[src/hdl/bp_pkg.sv]
// branch predictor shared widths, vector types and metadata field layout
package bp_pkg;

    // widths
    localparam int PC_W  = 30;
    localparam int GH_W  = 32;
    localparam int IDX_W = 8;
    localparam int TAG_W = 12;

    // history lengths of the tagged components
    localparam int HIST_LEN_0 = 8;
    localparam int HIST_LEN_1 = 16;
    localparam int HIST_LEN_2 = 32;

    localparam int NUM_COMP  = 3;
    localparam int TBL_DEPTH = 1 << IDX_W;

    // slice counts for the history folds
    localparam int IDX_FOLDS = GH_W / IDX_W;
    localparam int TAG_FOLDS = (GH_W + TAG_W - 1) / TAG_W;

    // tagged entry is {dir, tag, u}
    localparam int TE_W       = 15;
    localparam int TE_U_LSB   = 0;
    localparam int TE_TAG_LSB = 2;
    localparam int TE_DIR_BIT = 14;

    // metadata handed back at resolve time
    localparam int META_W        = 12;
    localparam int META_PRED_LSB = 0;
    localparam int META_U_LSB    = 3;
    localparam int META_PROV_LSB = 9;
    localparam int META_ALT_BIT  = 11;

    typedef logic [PC_W-1:0]   pc_t;
    typedef logic [GH_W-1:0]   ghist_t;
    typedef logic [IDX_W-1:0]  idx_t;
    typedef logic [TAG_W-1:0]  tag_t;
    typedef logic [1:0]        ctr2_t;
    // 0 base, 1..3 the 8/16/32 bit components
    typedef logic [1:0]        provider_t;
    typedef logic [META_W-1:0] meta_t;

endpackage

[src/hdl/hist_fold_hash.sv]
// folds pc and global history into index and tag for each tagged component
`timescale 1ns/1ps
module hist_fold_hash (
    input  bp_pkg::pc_t    pc,
    input  bp_pkg::ghist_t gh,
    output bp_pkg::idx_t   idx0,
    output bp_pkg::idx_t   idx1,
    output bp_pkg::idx_t   idx2,
    output bp_pkg::tag_t   tag0,
    output bp_pkg::tag_t   tag1,
    output bp_pkg::tag_t   tag2
);
    import bp_pkg::*;

    ghist_t h0;
    ghist_t h1;
    ghist_t h2;

    // keep only the lowest len history bits
    function automatic ghist_t hist_mask(input int len);
        ghist_t m;
        for (int i = 0; i < GH_W; i++) begin
            m[i] = (i < len);
        end
        return m;
    endfunction

    function automatic idx_t fold_idx(input ghist_t h);
        idx_t r;
        r = '0;
        for (int i = 0; i < IDX_FOLDS; i++) begin
            r = r ^ h[i*IDX_W +: IDX_W];
        end
        return r;
    endfunction

    // top slice is zero padded
    function automatic tag_t fold_tag(input ghist_t h);
        logic [TAG_FOLDS*TAG_W-1:0] ext;
        tag_t r;
        ext = {{(TAG_FOLDS*TAG_W-GH_W){1'b0}}, h};
        r = '0;
        for (int i = 0; i < TAG_FOLDS; i++) begin
            r = r ^ ext[i*TAG_W +: TAG_W];
        end
        return r;
    endfunction

    assign h0 = gh & hist_mask(HIST_LEN_0);
    assign h1 = gh & hist_mask(HIST_LEN_1);
    assign h2 = gh & hist_mask(HIST_LEN_2);

    assign idx0 = pc[IDX_W-1:0] ^ fold_idx(h0);
    assign idx1 = pc[IDX_W-1:0] ^ fold_idx(h1);
    assign idx2 = pc[IDX_W-1:0] ^ fold_idx(h2);

    assign tag0 = pc[IDX_W +: TAG_W] ^ fold_tag(h0);
    assign tag1 = pc[IDX_W +: TAG_W] ^ fold_tag(h1);
    assign tag2 = pc[IDX_W +: TAG_W] ^ fold_tag(h2);

endmodule

[config.mk]
export PLATFORM = sky130hd
export DESIGN_NAME = hist_fold_hash
export DESIGN_NICKNAME = d
export VERILOG_FILES = /design/src/hdl/bp_pkg.sv /design/src/hdl/hist_fold_hash.sv
export SDC_FILE = /design/constraint.sdc
export NUM_CORES = 1
export LEC_CHECK = 0
export ABC_CLOCK_PERIOD_IN_PS = 1660
export BUFFER_PORTS_ARGS = -buffer_cell sky130_fd_sc_hd__buf_4
export CORE_MARGIN = 2
export CORE_UTILIZATION = 35
export DETAILED_ROUTE_END_ITERATION = 7
export PLACE_DENSITY = 0.92
export SYNTH_ARGS = -nofsm -noshare
export SYNTH_HDL_FRONTEND = slang
export SYNTH_SLANG_ARGS = --single-unit
[constraint.sdc]
create_clock -name vclk -period 1.66
set_clock_uncertainty 0.2 [all_clocks]
set_input_delay 0.166 -clock vclk [all_inputs]
set_output_delay 0.166 -clock vclk [all_outputs]
set_load 0.02 [all_outputs]
==> results.cfg <==
[timing]
fin_tns_setup_ns = 0
setup_viol = 0
layout_setup_ws_ns = 0.227
fin_hold_ws_ns = 0.348
relSlewSlack = 0.777
max_freq_mhz = 698
worst_pin_slew_ns = 0.332
slew_violations = 0
period_share = 0.863
period_minus_slack_ns = 1.43
grt_setup_unrepaired = no
hold_viol_final = 0

[worst_setup_path]
slowest_stage = xnor3_1
path_max_fanout = 3
crit_type = input port to output port
critPathCaptureType = output port
cp.required_ns = 1.29
start_kind = input port
cp_common_cell = buf_4
max_stage_delay_ns = 0.36
endpoint = idx2[3]
critPathArrivalTime_ns = 1.07
path_cells = buf_4, xor2_2, xnor3_1, buf_4
startpoint = pc[3]

[power]
p_leak_nw = 0.927
power.density_nw_per_um2 = 626
p_total_mw = 1.05
irDropWorstVdd_v = 0.000489

[drt]
vias_per_cell = 4.28
drt_wl_total_um = 2740
ant_nets = 0
first_pass_iters = 2
vias = 891
drc_errors = 0
drt-wirelength-per-cell_um = 13.1
drtIter0Drc = 3

[die]
rows = 17
start_util = 0.378
die_area_um2 = 2870
core_area_um2 = 2280
pin_count = 122
die_w_um = 53.6
die_y_um = 53.6

[global_routing]
grt_usage = 0.179
grt_max_degree = 5
first_global_vias = 911
grt_pass1_wl_um = 3770
grt_antenna_before_repair = 0
grt.overflow.total = 0

[cells_and_area]
regArea_um2 = 0
final_core_util = 0.737
nClkBuffers = 0
drive_gt1_frac = 0.667
nets = 244
nFlopsAndLatches = 0
antenna_cells = 0
syn2layout_area_growth_pct = 94.8

[synth]
ys_types = 6
synthCells = 76
synth_top_area_cell = xnor3_1
syn_area_um2 = 861
seq_area_frac_synth = 0
ys_warn_count = 0
synthTopCellsByArea = xnor3_1, xnor2_1, xor2_1
avgSynthCellArea_um2 = 11.3
synth_fp_nets = 138
yosysMostFrequentCell = xnor2_1
synth_common_cells = xnor2_1, xor2_1, xnor3_1
yosys.area.top_type_share = 0.314

[run_status]
run_status = finished clean

[place]
portBuffers = 112
post-place-ws_ns = 0.214
place.gp.congestion = 0.710

[flow_run]
cap_viol_max_count = 0

[clocking]
cts_hold_buffers = 0
post-cts-setup-buffers = 0
cts_resized = 0

[worst_hold_path]
hp-start = pc[17]
hold_path.class = input port to output port
==> final cells by class <==
class                           count  area (um^2)
Timing Repair Buffer              112          841
Multi-Input combinational cell     64          786
Fill cell                         173          599
Tap cell                           28         35.0
Inverter                            4         15.0
==> kinds of logic (layout without fill, tap and decap cells) <==
logic type / count (synthesis) / after routing / synth area share
xor gates and xnor gates: 64 / 64 / 0.913
buffers and inverters: 12 / 116 / 0.0872
==> metal layers <==
layer  track usage  vias to the layer above  part of all wire
met5             0                        -                 0
li1              -                      432                 -
met4             0                        0                 0
met1         0.142                      396              0.29
met2         0.416                       63              0.58
met3        0.0583                        0              0.13
==> layout by cell type (no fill, tap or decap), drive strengths merged <==
cell type	n
inv	4
xnor2	24
xnor3	12
buf	112
xor2	28
==> where the power goes <==
group	total (mW)	switching, mW	internal [mW]
Combinational	1.05	0.530	0.519
Clock	0	0	0
Sequential	0	0	0
Total	1.05	0.530	0.519
==> worst min-delay path by stage <==
stage	slack [ns]	end	depth (start not counted)
final	0.35	tag0[9]	2
after global routing	0.35	tag0[11]	2
after CTS	0.35	tag0[9]	2
after detailed placement	0.35	tag0[9]	2
after global placement	0.35	tag0[10]	2
after floorplan	0.24	tag0[10]	1
==> metrics by stage <==
| stage | instance area (um^2) | instances |
|---|---|---|
| 6_report | 1680 | 208 |
| 5_1_grt | 1680 | 208 |
| 4_1_cts | 1680 | 208 |
| 3_5_place_dp | 1680 | 208 |
| 3_3_place_gp | 1680 | 208 |
| 2_1_floorplan | 861 | 76 |
==> worst max-delay path, delay by kind of cell <==
family | cells | cell delay [ns]
xor+xnor | 2 | 0.61
buf+inv | 2 | 0.29
(Power assumes the default switching activity.)
