## src/hdl/bp_pkg.sv

```systemverilog
// branch predictor shared widths, vector types and metadata field layout
package bp_pkg;

    // widths
    localparam int PC_W  = 30;
    localparam int GH_W  = 32;
    localparam int IDX_W = 8;
    localparam int TAG_W = 12;

    // history lengths of the tagged components
    localparam int HIST_LEN_0 = 8;
    localparam int HIST_LEN_1 = 16;
    localparam int HIST_LEN_2 = 32;

    localparam int NUM_COMP  = 3;
    localparam int TBL_DEPTH = 1 << IDX_W;

    // slice counts for the history folds
    localparam int IDX_FOLDS = GH_W / IDX_W;
    localparam int TAG_FOLDS = (GH_W + TAG_W - 1) / TAG_W;

    // tagged entry is {dir, tag, u}
    localparam int TE_W       = 15;
    localparam int TE_U_LSB   = 0;
    localparam int TE_TAG_LSB = 2;
    localparam int TE_DIR_BIT = 14;

    // metadata handed back at resolve time
    localparam int META_W        = 12;
    localparam int META_PRED_LSB = 0;
    localparam int META_U_LSB    = 3;
    localparam int META_PROV_LSB = 9;
    localparam int META_ALT_BIT  = 11;

    typedef logic [PC_W-1:0]   pc_t;
    typedef logic [GH_W-1:0]   ghist_t;
    typedef logic [IDX_W-1:0]  idx_t;
    typedef logic [TAG_W-1:0]  tag_t;
    typedef logic [1:0]        ctr2_t;
    // 0 base, 1..3 the 8/16/32 bit components
    typedef logic [1:0]        provider_t;
    typedef logic [META_W-1:0] meta_t;

endpackage

```

## src/hdl/tag_table.sv

```systemverilog
// tagged component storage with sync read and per-entry valid bits
`timescale 1ns/1ps
module tag_table (
    input  logic                    clk,
    input  logic                    arst_n,
    input  logic                    ren,
    input  bp_pkg::idx_t            raddr,
    output logic [bp_pkg::TE_W-1:0] rdata,
    output logic                    rvalid,
    input  logic                    we,
    input  bp_pkg::idx_t            waddr,
    input  logic [bp_pkg::TE_W-1:0] wdata
);
    import bp_pkg::*;

    logic [TE_W-1:0]      mem [TBL_DEPTH];
    logic [TBL_DEPTH-1:0] valid;

    // same-cycle write to raddr is seen on the next read only
    always_ff @(posedge clk) begin
        if (we) begin
            mem[waddr] <= wdata;
        end
        if (ren) begin
            rdata <= mem[raddr];
        end
    end

    always_ff @(posedge clk or negedge arst_n) begin
        if (!arst_n) begin
            valid  <= '0;
            rvalid <= 1'b0;
        end else begin
            if (we) begin
                valid[waddr] <= 1'b1;
            end
            // holds while ren is low
            if (ren) begin
                rvalid <= valid[raddr];
            end
        end
    end

endmodule

```

## config.mk

```make
export PLATFORM = sky130hd
export DESIGN_NAME = tag_table
export DESIGN_NICKNAME = d
export VERILOG_FILES = /design/src/hdl/bp_pkg.sv /design/src/hdl/tag_table.sv
export SDC_FILE = /design/constraint.sdc
export NUM_CORES = 2
export LEC_CHECK = 0
export BUFFER_PORTS_ARGS = -buffer_cell sky130_fd_sc_hd__buf_4
export CAP_MARGIN = 20
export CORE_AREA = 2 2 527 529
export DETAILED_ROUTE_END_ITERATION = 7
export DIE_AREA = 0 0 529 531
export PLACE_DENSITY_LB_ADDON = 0.08
export SLEW_MARGIN = 20
export SYNTH_ARGS = -nofsm -noshare
export SYNTH_HDL_FRONTEND = slang
export SYNTH_SLANG_ARGS = --single-unit
```

## constraint.sdc

```tcl
create_clock -name clk -period 2.6 [get_ports clk]
set_clock_uncertainty 0.2 [all_clocks]
set_input_delay 0.26 -clock clk [delete_from_list [all_inputs] [get_ports clk]]
set_output_delay 0.26 -clock clk [all_outputs]
set_load 0.05 [all_outputs]
```

==> reports/qor.txt <==
status: finished with violations
failing checks: negative setup slack
RR Endpoint: rvalid
Final Hold Fails: 0
final setup fails: 1
GP Congestion: 0.860
HP Start: wdata[11]
RSZ-0062 raised after global routing: yes
Clk network pwr share: 42.4%
total wire length: 406000 um
number of flops mapped to enable cells by yosys: 3855
die width: 529 um
postcts setup bufs: 0
worst min path class: in -> reg
Max stage delay on crit path: 960 ps
CTS sink cnt: 4112
Final ANT Viol Nets: 0
vias in the first global route: 78900
Die Height: 531 um
Synth Net Count: 6966
Synth cell types: 44
largest net degree at the start of global routing: 106
share of cells above drive strength 1: 38.4%
CTS tree: done
power density over the cells: 763 nW/um2
Num CTS Buffers: 411
R2R setup slack: -280 ps
fmax: 347 MHz
most frequent cells after synthesis: edfxtp_1 (3855), mux4_2 (1003), nor2_1 (268)
count leader, synth: edfxtp_1
Crit path arrival time: 3520 ps
total leakage power: 61.9 nW
DIE AREA: 281000 um2
gr ovfl total: 0
clk_lat worst skew: 970 ps
Seq pwr share: 51.5%
CTS clock-pin slew for the worst setup and hold paths: 60 ps
nets@finish: 8051
CTS Root Cell: clkbuf_16
final core utilization: 67.6%
yosys warns: 0
WHS Path Cells: 2
core area: 275000 um2
drt first pass iters: 5
worst r2r src: valid[203]
io pins: 51
Max-slew headroom: 25.0%
htree depth: 5
hold_ws: 48.4 ps
CTS max path bufs: 4
DP Cell Count: 11200
final cell count without fillers: 12000
worst-path fanout max: 2
sequential fraction of the synthesis area: 78.4%
crit end category: flip-flop
area delta synth->final: 19.3%
overall routing resource usage: 29.1%
Avg WL per Cell: 33.9 um
Total Neg Setup Slack: -278 ps
placed wire-length estimate: 256000 um
PnR worst setup slack: -278 ps
async set-reset flop share out of synthesis: 6.25%
# fillers: 17400
min Tclk post-route: 2880 ps
row count: 193
Final Power: 0.142 W
Max Cap Violations: 0
Slew Limit Fails: 0
Seq cells post-synth: 4112
Psw: 0.0302 W
combinational cell fraction of total power: 6.1%
flip-flop and latch area: 122000 um2
top_reg_cell synth: edfxtp_1
Syn Area/Cell: 22.5 um2
drt drc: 0
Power Internal: 0.112 W
initial antenna violation count: 20
global-route wire length before repair: 580000 um
mapped cell area: 156000 um2
share of the synthesized area in the top cell type: 74.2%
effective utilization at floorplan: 56.7%
Peak VDD IR: 663 uV
fin crit share: 111%
Syn Inst Count: 6931
drt initial violations: 9269
via density per instance: 6.54
CP Launch Type: flip-flop
multi-input logic area: 33900 um2
PortBufs: 50
crit-path cells: mux4_2 > o22ai_1 > a21oi_1 > a2111oi_0 > nor4_1 > a211o_1
Worst Hold End: mem[19][11]
Req. time, crit path: 3240 ps
Worst Reg-to-Reg Cells: 6
Setup CP Type: reg -> reg
slowest stage cell, crit path: a2111oi_0
area leader, netlist: edfxtp_1
Area contributors post-synth: edfxtp_1 (74%), mux4_2 (14%), dfrtp_1 (4.1%)
via count: 78500
worst-margin pin slew: 1130 ps
Switching Share: 21.3%
-- registers in the layout, summed over array words and instances (netlist names) --
name / cells
valid: 256
rdata: 15
mem: 3840
rvalid: 1
-- final cells by class --
cell class,instances,area share (%)
Antenna cell,11,0.0148
Clock buffer,509,5.88
Timing Repair Buffer,1091,6.31
Multi-Input combinational cell,2395,18.2
Sequential cell,4112,65.7
Tap cell,3607,2.43
Inverter,5,0.0101
Clock inverter,257,1.49
-- stage by stage --
step                      cell area (um2)  setup WS (ps)
after floorplan                    157000          -1.12
after CTS                          185000           -246
final                              186000           -278
after detailed placement           170000          -1460
after global routing               186000           -318
after global placement             170000          -1440
-- routing by layer --
metal	global-route usage, %	routed length (um)	vias to the layer above
li1	-	-	31800
met1	42.7	165000	42600
met2	45.6	195000	3457
met3	4.58	32000	575
met4	9.21	13600	2
met5	0	8	-
-- worst max-delay path by stage --
stage                        endpoint        from  depth (start not counted)
after floorplan           mem[238][0]    waddr[1]                          6
after global placement       rdata[7]    raddr[0]                         10
after detailed placement     rdata[7]    raddr[0]                         10
after CTS                      rvalid   valid[83]                          6
after global routing           rvalid   valid[83]                          6
final                          rvalid  valid[203]                          6
-- cell usage in the layout (no fill, tap or decap), types with 39 or more instances in the layout --
cell	n
edfxtp_1	3855
mux4_2	1007
buf_4	766
clkbuf_16	418
buf_12	261
or2_2	257
dfrtp_1	257
nor2_1	233
a22o_1	213
a221oi_1	118
a221oi_2	116
clkinv_2	81
clkbuf_1	77
clkinv_1	75
o22ai_1	62
bufinv_16	53
o22ai_2	44
dlygate4sd3_1	39
-- timing repair --
action	in CTS	in global routing
hold buffers	40	0
endpoints found under the hold margin	4825	0
pin swaps	28	65
resized for setup	180	155
endpoints found under the setup margin	16	22
-- cell families (layout without fill, tap and decap cells) --
logic type / Yosys count / count (layout) / synth area share [%]
AOI/OAI and AO/OA: 698 / 698 / 3.57
buffers and inverters: 424 / 1862 / 1.12
DFF: 4112 / 4112 / 78.4
muxes: 1048 / 1048 / 14.9
other: 0 / 11 / 0
and+or+nand+nor: 649 / 649 / 2.09
-- power groups by stage --
stage / registers (W) / clock network [W] / logic, W
finish: 0.0732 / 0.0602 / 0.00862
global route: 0.0731 / 0.0635 / 0.00903
CTS: 0.0731 / 0.0610 / 0.00840
detailed placement: 0.0745 / 0 / 0.00811
global placement: 0.0745 / 0 / 0.00799
floorplan: 0.0745 / 0 / 0.00384
-- critical path, delay by kind of cell (launching register included) --
| family | cells | cell delay, ps |
|---|---|---|
| compound gates | 4 | 1570 |
| mux | 1 | 460 |
| simple gates | 1 | 170 |
| flops | 1 | 370 |
Power figures use the tool's default switching activity.
