==> config.mk <==
export PLATFORM = sky130hd
export DESIGN_NAME = tage_predictor
export DESIGN_NICKNAME = d
export VERILOG_FILES = /design/src/hdl/bp_pkg.sv /design/src/hdl/tage_predictor.sv
export SDC_FILE = /design/constraint.sdc
export NUM_CORES = 1
export LEC_CHECK = 0
export ABC_CLOCK_PERIOD_IN_PS = 2190
export BUFFER_PORTS_ARGS = -buffer_cell sky130_fd_sc_hd__buf_2
export CORE_ASPECT_RATIO = 2
export CORE_UTILIZATION = 43
export CTS_CLUSTER_DIAMETER = 100
export DETAILED_ROUTE_END_ITERATION = 8
export GPL_TIMING_DRIVEN = 1
export PLACE_DENSITY = 0.82
export SYNTH_ARGS = -nofsm -noshare
export SYNTH_HDL_FRONTEND = slang
export SYNTH_SLANG_ARGS = --single-unit
==> constraint.sdc <==
create_clock -name clk -period 2.19 [get_ports clk]
set_input_delay 0.1095 -clock clk [delete_from_list [all_inputs] [get_ports clk]]
set_output_delay 0.1095 -clock clk [all_outputs]
set_load 0.05 [all_outputs]
==> src/hdl/bp_pkg.sv <==
// branch predictor shared widths, vector types and metadata field layout
package bp_pkg;

    // widths
    localparam int PC_W  = 30;
    localparam int GH_W  = 32;
    localparam int IDX_W = 8;
    localparam int TAG_W = 12;

    // history lengths of the tagged components
    localparam int HIST_LEN_0 = 8;
    localparam int HIST_LEN_1 = 16;
    localparam int HIST_LEN_2 = 32;

    localparam int NUM_COMP  = 3;
    localparam int TBL_DEPTH = 1 << IDX_W;

    // slice counts for the history folds
    localparam int IDX_FOLDS = GH_W / IDX_W;
    localparam int TAG_FOLDS = (GH_W + TAG_W - 1) / TAG_W;

    // tagged entry is {dir, tag, u}
    localparam int TE_W       = 15;
    localparam int TE_U_LSB   = 0;
    localparam int TE_TAG_LSB = 2;
    localparam int TE_DIR_BIT = 14;

    // metadata handed back at resolve time
    localparam int META_W        = 12;
    localparam int META_PRED_LSB = 0;
    localparam int META_U_LSB    = 3;
    localparam int META_PROV_LSB = 9;
    localparam int META_ALT_BIT  = 11;

    typedef logic [PC_W-1:0]   pc_t;
    typedef logic [GH_W-1:0]   ghist_t;
    typedef logic [IDX_W-1:0]  idx_t;
    typedef logic [TAG_W-1:0]  tag_t;
    typedef logic [1:0]        ctr2_t;
    // 0 base, 1..3 the 8/16/32 bit components
    typedef logic [1:0]        provider_t;
    typedef logic [META_W-1:0] meta_t;

endpackage

==> src/hdl/tage_predictor.sv <==
// tage provider and alternate selection, metadata packing and update policy
`timescale 1ns/1ps
module tage_predictor (
    input  logic                    clk,
    input  logic                    arst_n,
    input  logic                    stall,
    input  bp_pkg::tag_t            look_tag0,
    input  bp_pkg::tag_t            look_tag1,
    input  bp_pkg::tag_t            look_tag2,
    input  logic [bp_pkg::TE_W-1:0] rdata0,
    input  logic [bp_pkg::TE_W-1:0] rdata1,
    input  logic [bp_pkg::TE_W-1:0] rdata2,
    input  logic                    rvalid0,
    input  logic                    rvalid1,
    input  logic                    rvalid2,
    input  logic                    base_taken,
    output logic                    pred_taken,
    output bp_pkg::meta_t           pred_meta,
    input  logic                    upd_valid,
    input  logic                    upd_taken,
    input  logic                    upd_pred_taken,
    input  bp_pkg::meta_t           upd_meta,
    input  bp_pkg::tag_t            upd_tag0,
    input  bp_pkg::tag_t            upd_tag1,
    input  bp_pkg::tag_t            upd_tag2,
    output logic                    we0,
    output logic                    we1,
    output logic                    we2,
    output logic [bp_pkg::TE_W-1:0] wdata0,
    output logic [bp_pkg::TE_W-1:0] wdata1,
    output logic [bp_pkg::TE_W-1:0] wdata2
);
    import bp_pkg::*;

    logic [TE_W-1:0]     rd [NUM_COMP];
    logic [NUM_COMP-1:0] rv;
    tag_t                look_tag [NUM_COMP];
    tag_t                look_tag_q [NUM_COMP];
    tag_t                upd_tag [NUM_COMP];

    logic [NUM_COMP-1:0] hit_q;
    logic [NUM_COMP-1:0] pred_q;
    ctr2_t               u_q [NUM_COMP];
    logic [NUM_COMP-1:0] usable;
    provider_t           prov;
    logic                alt_taken;

    // resolve side view of the metadata
    logic [NUM_COMP-1:0] m_pred;
    ctr2_t               m_u [NUM_COMP];
    provider_t           m_prov;
    logic [1:0]          m_slot;
    logic                m_alt;

    logic [NUM_COMP-1:0] we;
    logic [NUM_COMP-1:0] new_dir;
    ctr2_t               new_u [NUM_COMP];

    function automatic ctr2_t sat_step(input ctr2_t c, input logic up);
        ctr2_t r;
        r = c;
        if (up && c != 2'b11) begin
            r = c + 2'd1;
        end else if (!up && c != 2'b00) begin
            r = c - 2'd1;
        end
        return r;
    endfunction

    assign rd[0]       = rdata0;
    assign rd[1]       = rdata1;
    assign rd[2]       = rdata2;
    assign rv          = {rvalid2, rvalid1, rvalid0};
    assign look_tag[0] = look_tag0;
    assign look_tag[1] = look_tag1;
    assign look_tag[2] = look_tag2;
    assign upd_tag[0]  = upd_tag0;
    assign upd_tag[1]  = upd_tag1;
    assign upd_tag[2]  = upd_tag2;

    // tags wait alongside the table read
    always_ff @(posedge clk) begin
        if (!stall) begin
            for (int k = 0; k < NUM_COMP; k++) begin
                look_tag_q[k] <= look_tag[k];
            end
        end
    end

    // invalid entries read as miss with zero direction and usefulness
    always_ff @(posedge clk or negedge arst_n) begin
        if (!arst_n) begin
            hit_q  <= '0;
            pred_q <= '0;
            for (int k = 0; k < NUM_COMP; k++) begin
                u_q[k] <= 2'b00;
            end
        end else if (!stall) begin
            for (int k = 0; k < NUM_COMP; k++) begin
                hit_q[k]  <= rv[k] && (rd[k][TE_TAG_LSB +: TAG_W] == look_tag_q[k]);
                pred_q[k] <= rv[k] & rd[k][TE_DIR_BIT];
                u_q[k]    <= rv[k] ? rd[k][TE_U_LSB +: 2] : 2'b00;
            end
        end
    end

    assign usable = hit_q & {u_q[2][1], u_q[1][1], u_q[0][1]};

    // longest usable wins, previous winner becomes the alternate
    always_comb begin
        prov       = 2'd0;
        pred_taken = base_taken;
        alt_taken  = base_taken;
        for (int k = 0; k < NUM_COMP; k++) begin
            if (usable[k]) begin
                alt_taken  = pred_taken;
                pred_taken = pred_q[k];
                prov       = provider_t'(k + 1);
            end
        end
    end

    always_comb begin
        pred_meta = '0;
        pred_meta[META_ALT_BIT] = alt_taken;
        pred_meta[META_PROV_LSB +: 2] = prov;
        for (int k = 0; k < NUM_COMP; k++) begin
            pred_meta[META_PRED_LSB + k] = pred_q[k];
            pred_meta[META_U_LSB + 2*k +: 2] = u_q[k];
        end
    end

    always_comb begin
        for (int k = 0; k < NUM_COMP; k++) begin
            m_pred[k] = upd_meta[META_PRED_LSB + k];
            m_u[k]    = upd_meta[META_U_LSB + 2*k +: 2];
        end
        m_prov = upd_meta[META_PROV_LSB +: 2];
        m_alt  = upd_meta[META_ALT_BIT];
    end

    assign m_slot = m_prov - 2'd1;

    always_comb begin
        logic found;
        found   = 1'b0;
        we      = '0;
        new_dir = m_pred;
        new_u   = m_u;
        if (upd_valid) begin
            if (upd_pred_taken == upd_taken) begin
                // reward only when the alternate would have been wrong
                if (m_alt != upd_pred_taken && m_prov != 2'd0) begin
                    we[m_slot]    = 1'b1;
                    new_u[m_slot] = sat_step(m_u[m_slot], 1'b1);
                end
            end else begin
                if (m_prov != 2'd0) begin
                    we[m_slot]    = 1'b1;
                    new_u[m_slot] = sat_step(m_u[m_slot], 1'b0);
                end
                // allocate in the shortest free component
                for (int k = 0; k < NUM_COMP; k++) begin
                    if (!found && m_u[k] == 2'b00) begin
                        found      = 1'b1;
                        we[k]      = 1'b1;
                        new_u[k]   = 2'b10;
                        new_dir[k] = upd_taken;
                    end
                end
                // nothing free, age everyone
                if (!found) begin
                    for (int k = 0; k < NUM_COMP; k++) begin
                        we[k]    = 1'b1;
                        new_u[k] = sat_step(m_u[k], 1'b0);
                    end
                end
            end
        end
    end

    assign we0    = we[0];
    assign we1    = we[1];
    assign we2    = we[2];
    assign wdata0 = {new_dir[0], upd_tag[0], new_u[0]};
    assign wdata1 = {new_dir[1], upd_tag[1], new_u[1]};
    assign wdata2 = {new_dir[2], upd_tag[2], new_u[2]};

endmodule

==> results_dict.tcl <==
set metrics [dict create \
    status "complete, no violations" \
    p_leak_nw 1.74 \
    io-pin-count 200 \
    fin_tns_setup_ns 0 \
    critical-path-slowest-cell "ha_1" \
    synth_cells 290 \
    start_util_pct 45.2 \
    crit_start "upd_meta[9]" \
    setup_violations 0 \
    hp-class "in -> reg" \
    synth.net_count 436 \
    min_path_cells 1 \
    gp_congestion 0.742 \
    holdPathEnd "look_tag_q[0][31]" \
    drc 0 \
    worstPathMaxFanout 5 \
    r2r_cells 4 \
    finalPower_mw 2.43 \
    path_class "in -> out" \
    cts_tree "done" \
    drv_slew 0 \
    fin_skew_ns 0.00609 \
    grt_pass1_wl_um 12800 \
    hold_path_startpoint "look_tag2[7]" \
    slew_headroom_pct 67.4 \
    startpoint_type "input port" \
    required_ns 2.08 \
    ys_types 43 \
    place_hpwl_um 5840 \
    ys_ff_latch 48 \
    syn2layout_area_growth_pct 30.2 \
    final_cell_mix "124 x buf_2, 38 x nand2_1, 36 x edfxtp_1, 29 x dlygate4sd3_1, 24 x xor2_1" \
    worstPathArrival_ns 1.97 \
    cts.clk_slew.worst_paths_ns 0.06 \
    root_buffer "clkbuf_16" \
    mostFrequentLayoutCell "buf_2" \
    clock-sinks 48 \
    num_vias 2753 \
    drtAntennaViolNets 0 \
    worst_pin_slew_ns 0.489 \
    clock_latency_ns 0.29 \
    reg2reg_to "hit_q[0]" \
    crit_path_cell_trace "buf_2 > inv_1 > ha_1 > mux2_4 > a22oi_4 > buf_4 > nand2b_2 > nor3_1 > a211oi_2 > clkbuf_4" \
    num_rows 42 \
    post-route-min-period_ns 2.08 \
    io_buffers 127 \
    yosysSeqAreaShare_pct 45.8 \
    grt_overflow 0 \
    max_cap_viol_count 0 \
    yosysWarnings 0 \
    drt_iter0_drc 256 \
    slowest_delay_ns 0.34 \
    power_density_nw_per_um2 619 \
    r2r-start "look_tag_q[0][6]" \
    coreArea_um2 6670 \
    postPlaceCellArea_um2 3490 \
    firstDrtPassIters 5 \
    final_nets 561 \
    chipHeight_um 120 \
    max_freq_ghz 0.480 \
    diodes 0 \
    drive_gt1_share_pct 37.3 \
    dieArea_um2 7370 \
    rsz0062_at_grt "no" \
    grt_pass1_vias 2882 \
    antenna_found_initial 0 \
    cts_setup_buffers 0 \
    min_period_over_period_pct 95.2 \
    syn_area_per_cell_um2 10.4 \
    ir_drop_mv 0.892 \
    mappedNetlistArea_um2 3020 \
    final_hold_viol_count 0 \
    regToRegSetupSlack_ns 0.78 \
    endpoint_kind "output port" \
    grt_max_degree 40 \
    numCtsBuffers 5 \
    htree_levels 2 \
    dieWidth_um 61.2 \
    fin_area_um2 3930 \
    routed_wl_um 8940 \
    cts_buffer_depth 2 \
    post_drt_wl_per_cell_um 17.8 \
    viasPerCell 5.47 \
    grt_use_total_pct 24.3 \
]
-- report_power, final --
| part | internal (mW) | total (mW) | switching, mW |
|---|---|---|---|
| combinational | 0.253 | 0.624 | 0.371 |
| clock | 0.409 | 0.714 | 0.305 |
| sequential | 1.06 | 1.09 | 0.0373 |
-- registers in the layout (all words and copies together), names as in the netlist --
register    count
pred_meta       6
look_tag_q     36
hit_q           3
pred_q          3
-- cell usage after synthesis --
library cell	number	area, µm²
inv_1	4	15.0
nand2b_1	6	37.5
buf_2	1	5.00
a31oi_1	1	6.26
a21oi_1	8	40.0
edfxtp_1	36	1080
dfrtp_1	12	300
o211ai_1	2	15.0
o32ai_1	1	8.76
xor2_1	24	210
mux2_4	1	15.0
xnor2_1	15	131
or4_1	1	7.51
a22oi_4	1	21.3
nor2b_1	4	25.0
a2bb2oi_1	1	8.76
o311ai_0	1	8.76
nor2_2	1	6.26
nor2_1	9	33.8
buf_4	38	285
a22oi_1	1	7.51
a22o_1	1	8.76
nor4_1	9	56.3
and2_2	2	15.0
nand2_1	38	143
nand2b_2	1	8.76
o2111ai_1	1	8.76
mux2i_1	1	10.0
nor2b_2	1	8.76
ha_1	7	87.6
buf_6	2	22.5
nand4_1	8	50.1
o22ai_1	2	12.5
o22ai_4	1	20.0
clkbuf_1	3	11.3
nor3b_1	1	7.51
o21ai_0	22	110
a311oi_1	2	17.5
nor3_1	8	40.0
nand3_1	3	15.0
mux2_2	6	67.6
a221o_2	1	11.3
a211oi_1	2	15.0
-- logic make-up after synthesis --
| kind of cell | after synthesis | share of synthesized area, % |
|---|---|---|
| XOR/XNOR | 39 | 11.3 |
| AND/OR/NAND/NOR | 92 | 15.1 |
| multiplexers | 8 | 3.07 |
| flip-flops | 48 | 45.8 |
| adder cells (fa/ha/maj) | 7 | 2.90 |
| buffers and inverters | 48 | 11.2 |
| AO/OA/AOI/OAI | 48 | 10.6 |
-- critical path, delay by kind of cell --
| kind | cells | cell delay [ns] |
|---|---|---|
| muxes | 1 | 0.32 |
| AOI/OAI and AO/OA | 2 | 0.42 |
| buffers and inverters | 4 | 0.58 |
| adders and majority gates | 1 | 0.34 |
| and+or+nand+nor | 2 | 0.21 |
-- worst max path at each step --
stage / end / slack [ns] / cells after the start
after detailed placement: wdata0[1] / 0.06 / 9
after global routing: wdata1[0] / 0.003 / 10
after floorplan: wdata1[1] / -0.28 / 6
after global placement: wdata0[0] / 0.1 / 9
final: wdata1[0] / 0.11 / 10
after CTS: wdata0[1] / 0.05 / 9
-- area by class of cell --
| class | instances | area [µm²] |
|---|---|---|
| Clock buffer | 5 | 125 |
| Tap cell | 88 | 110 |
| Inverter | 4 | 15.0 |
| Sequential cell | 48 | 1380 |
| Clock inverter | 2 | 7.51 |
| Timing Repair Buffer | 162 | 982 |
| Fill cell | 518 | 2750 |
| Multi-Input combinational cell | 194 | 1310 |
-- through the flow --
stage	hold slack, ns	util, %	std cells	setup WS (ns)
floorplan	-0.186	-	290	-0.279
global placement	0.0176	52.3	467	0.0974
detailed placement	0.0140	52.3	467	0.0578
finish	0.00404	58.8	503	0.106
global route	0.00372	58.8	503	0.00336
CTS	0.000449	58.2	500	0.0491
-- timing repair --
action / in CTS / in global routing
resized for setup: 0 / 7
hold buffers: 26 / 3
hold endpoints to repair: 37 / 3
endpoints found under the setup margin: 0 / 6
-- per-layer routing --
layer / vias to the layer above / part of all wire, % / global-route usage (%) / wire length (µm)
met4: 0 / 4.9 / 14.5 / 435
met3: 32 / 9.2 / 7.81 / 826
met1: 1285 / 33 / 21.3 / 2910
met2: 194 / 53 / 44.4 / 4760
met5: - / 0 / 0 / 0
li1: 1242 / - / - / -
Note: power is estimated with default switching activity, not from simulation.
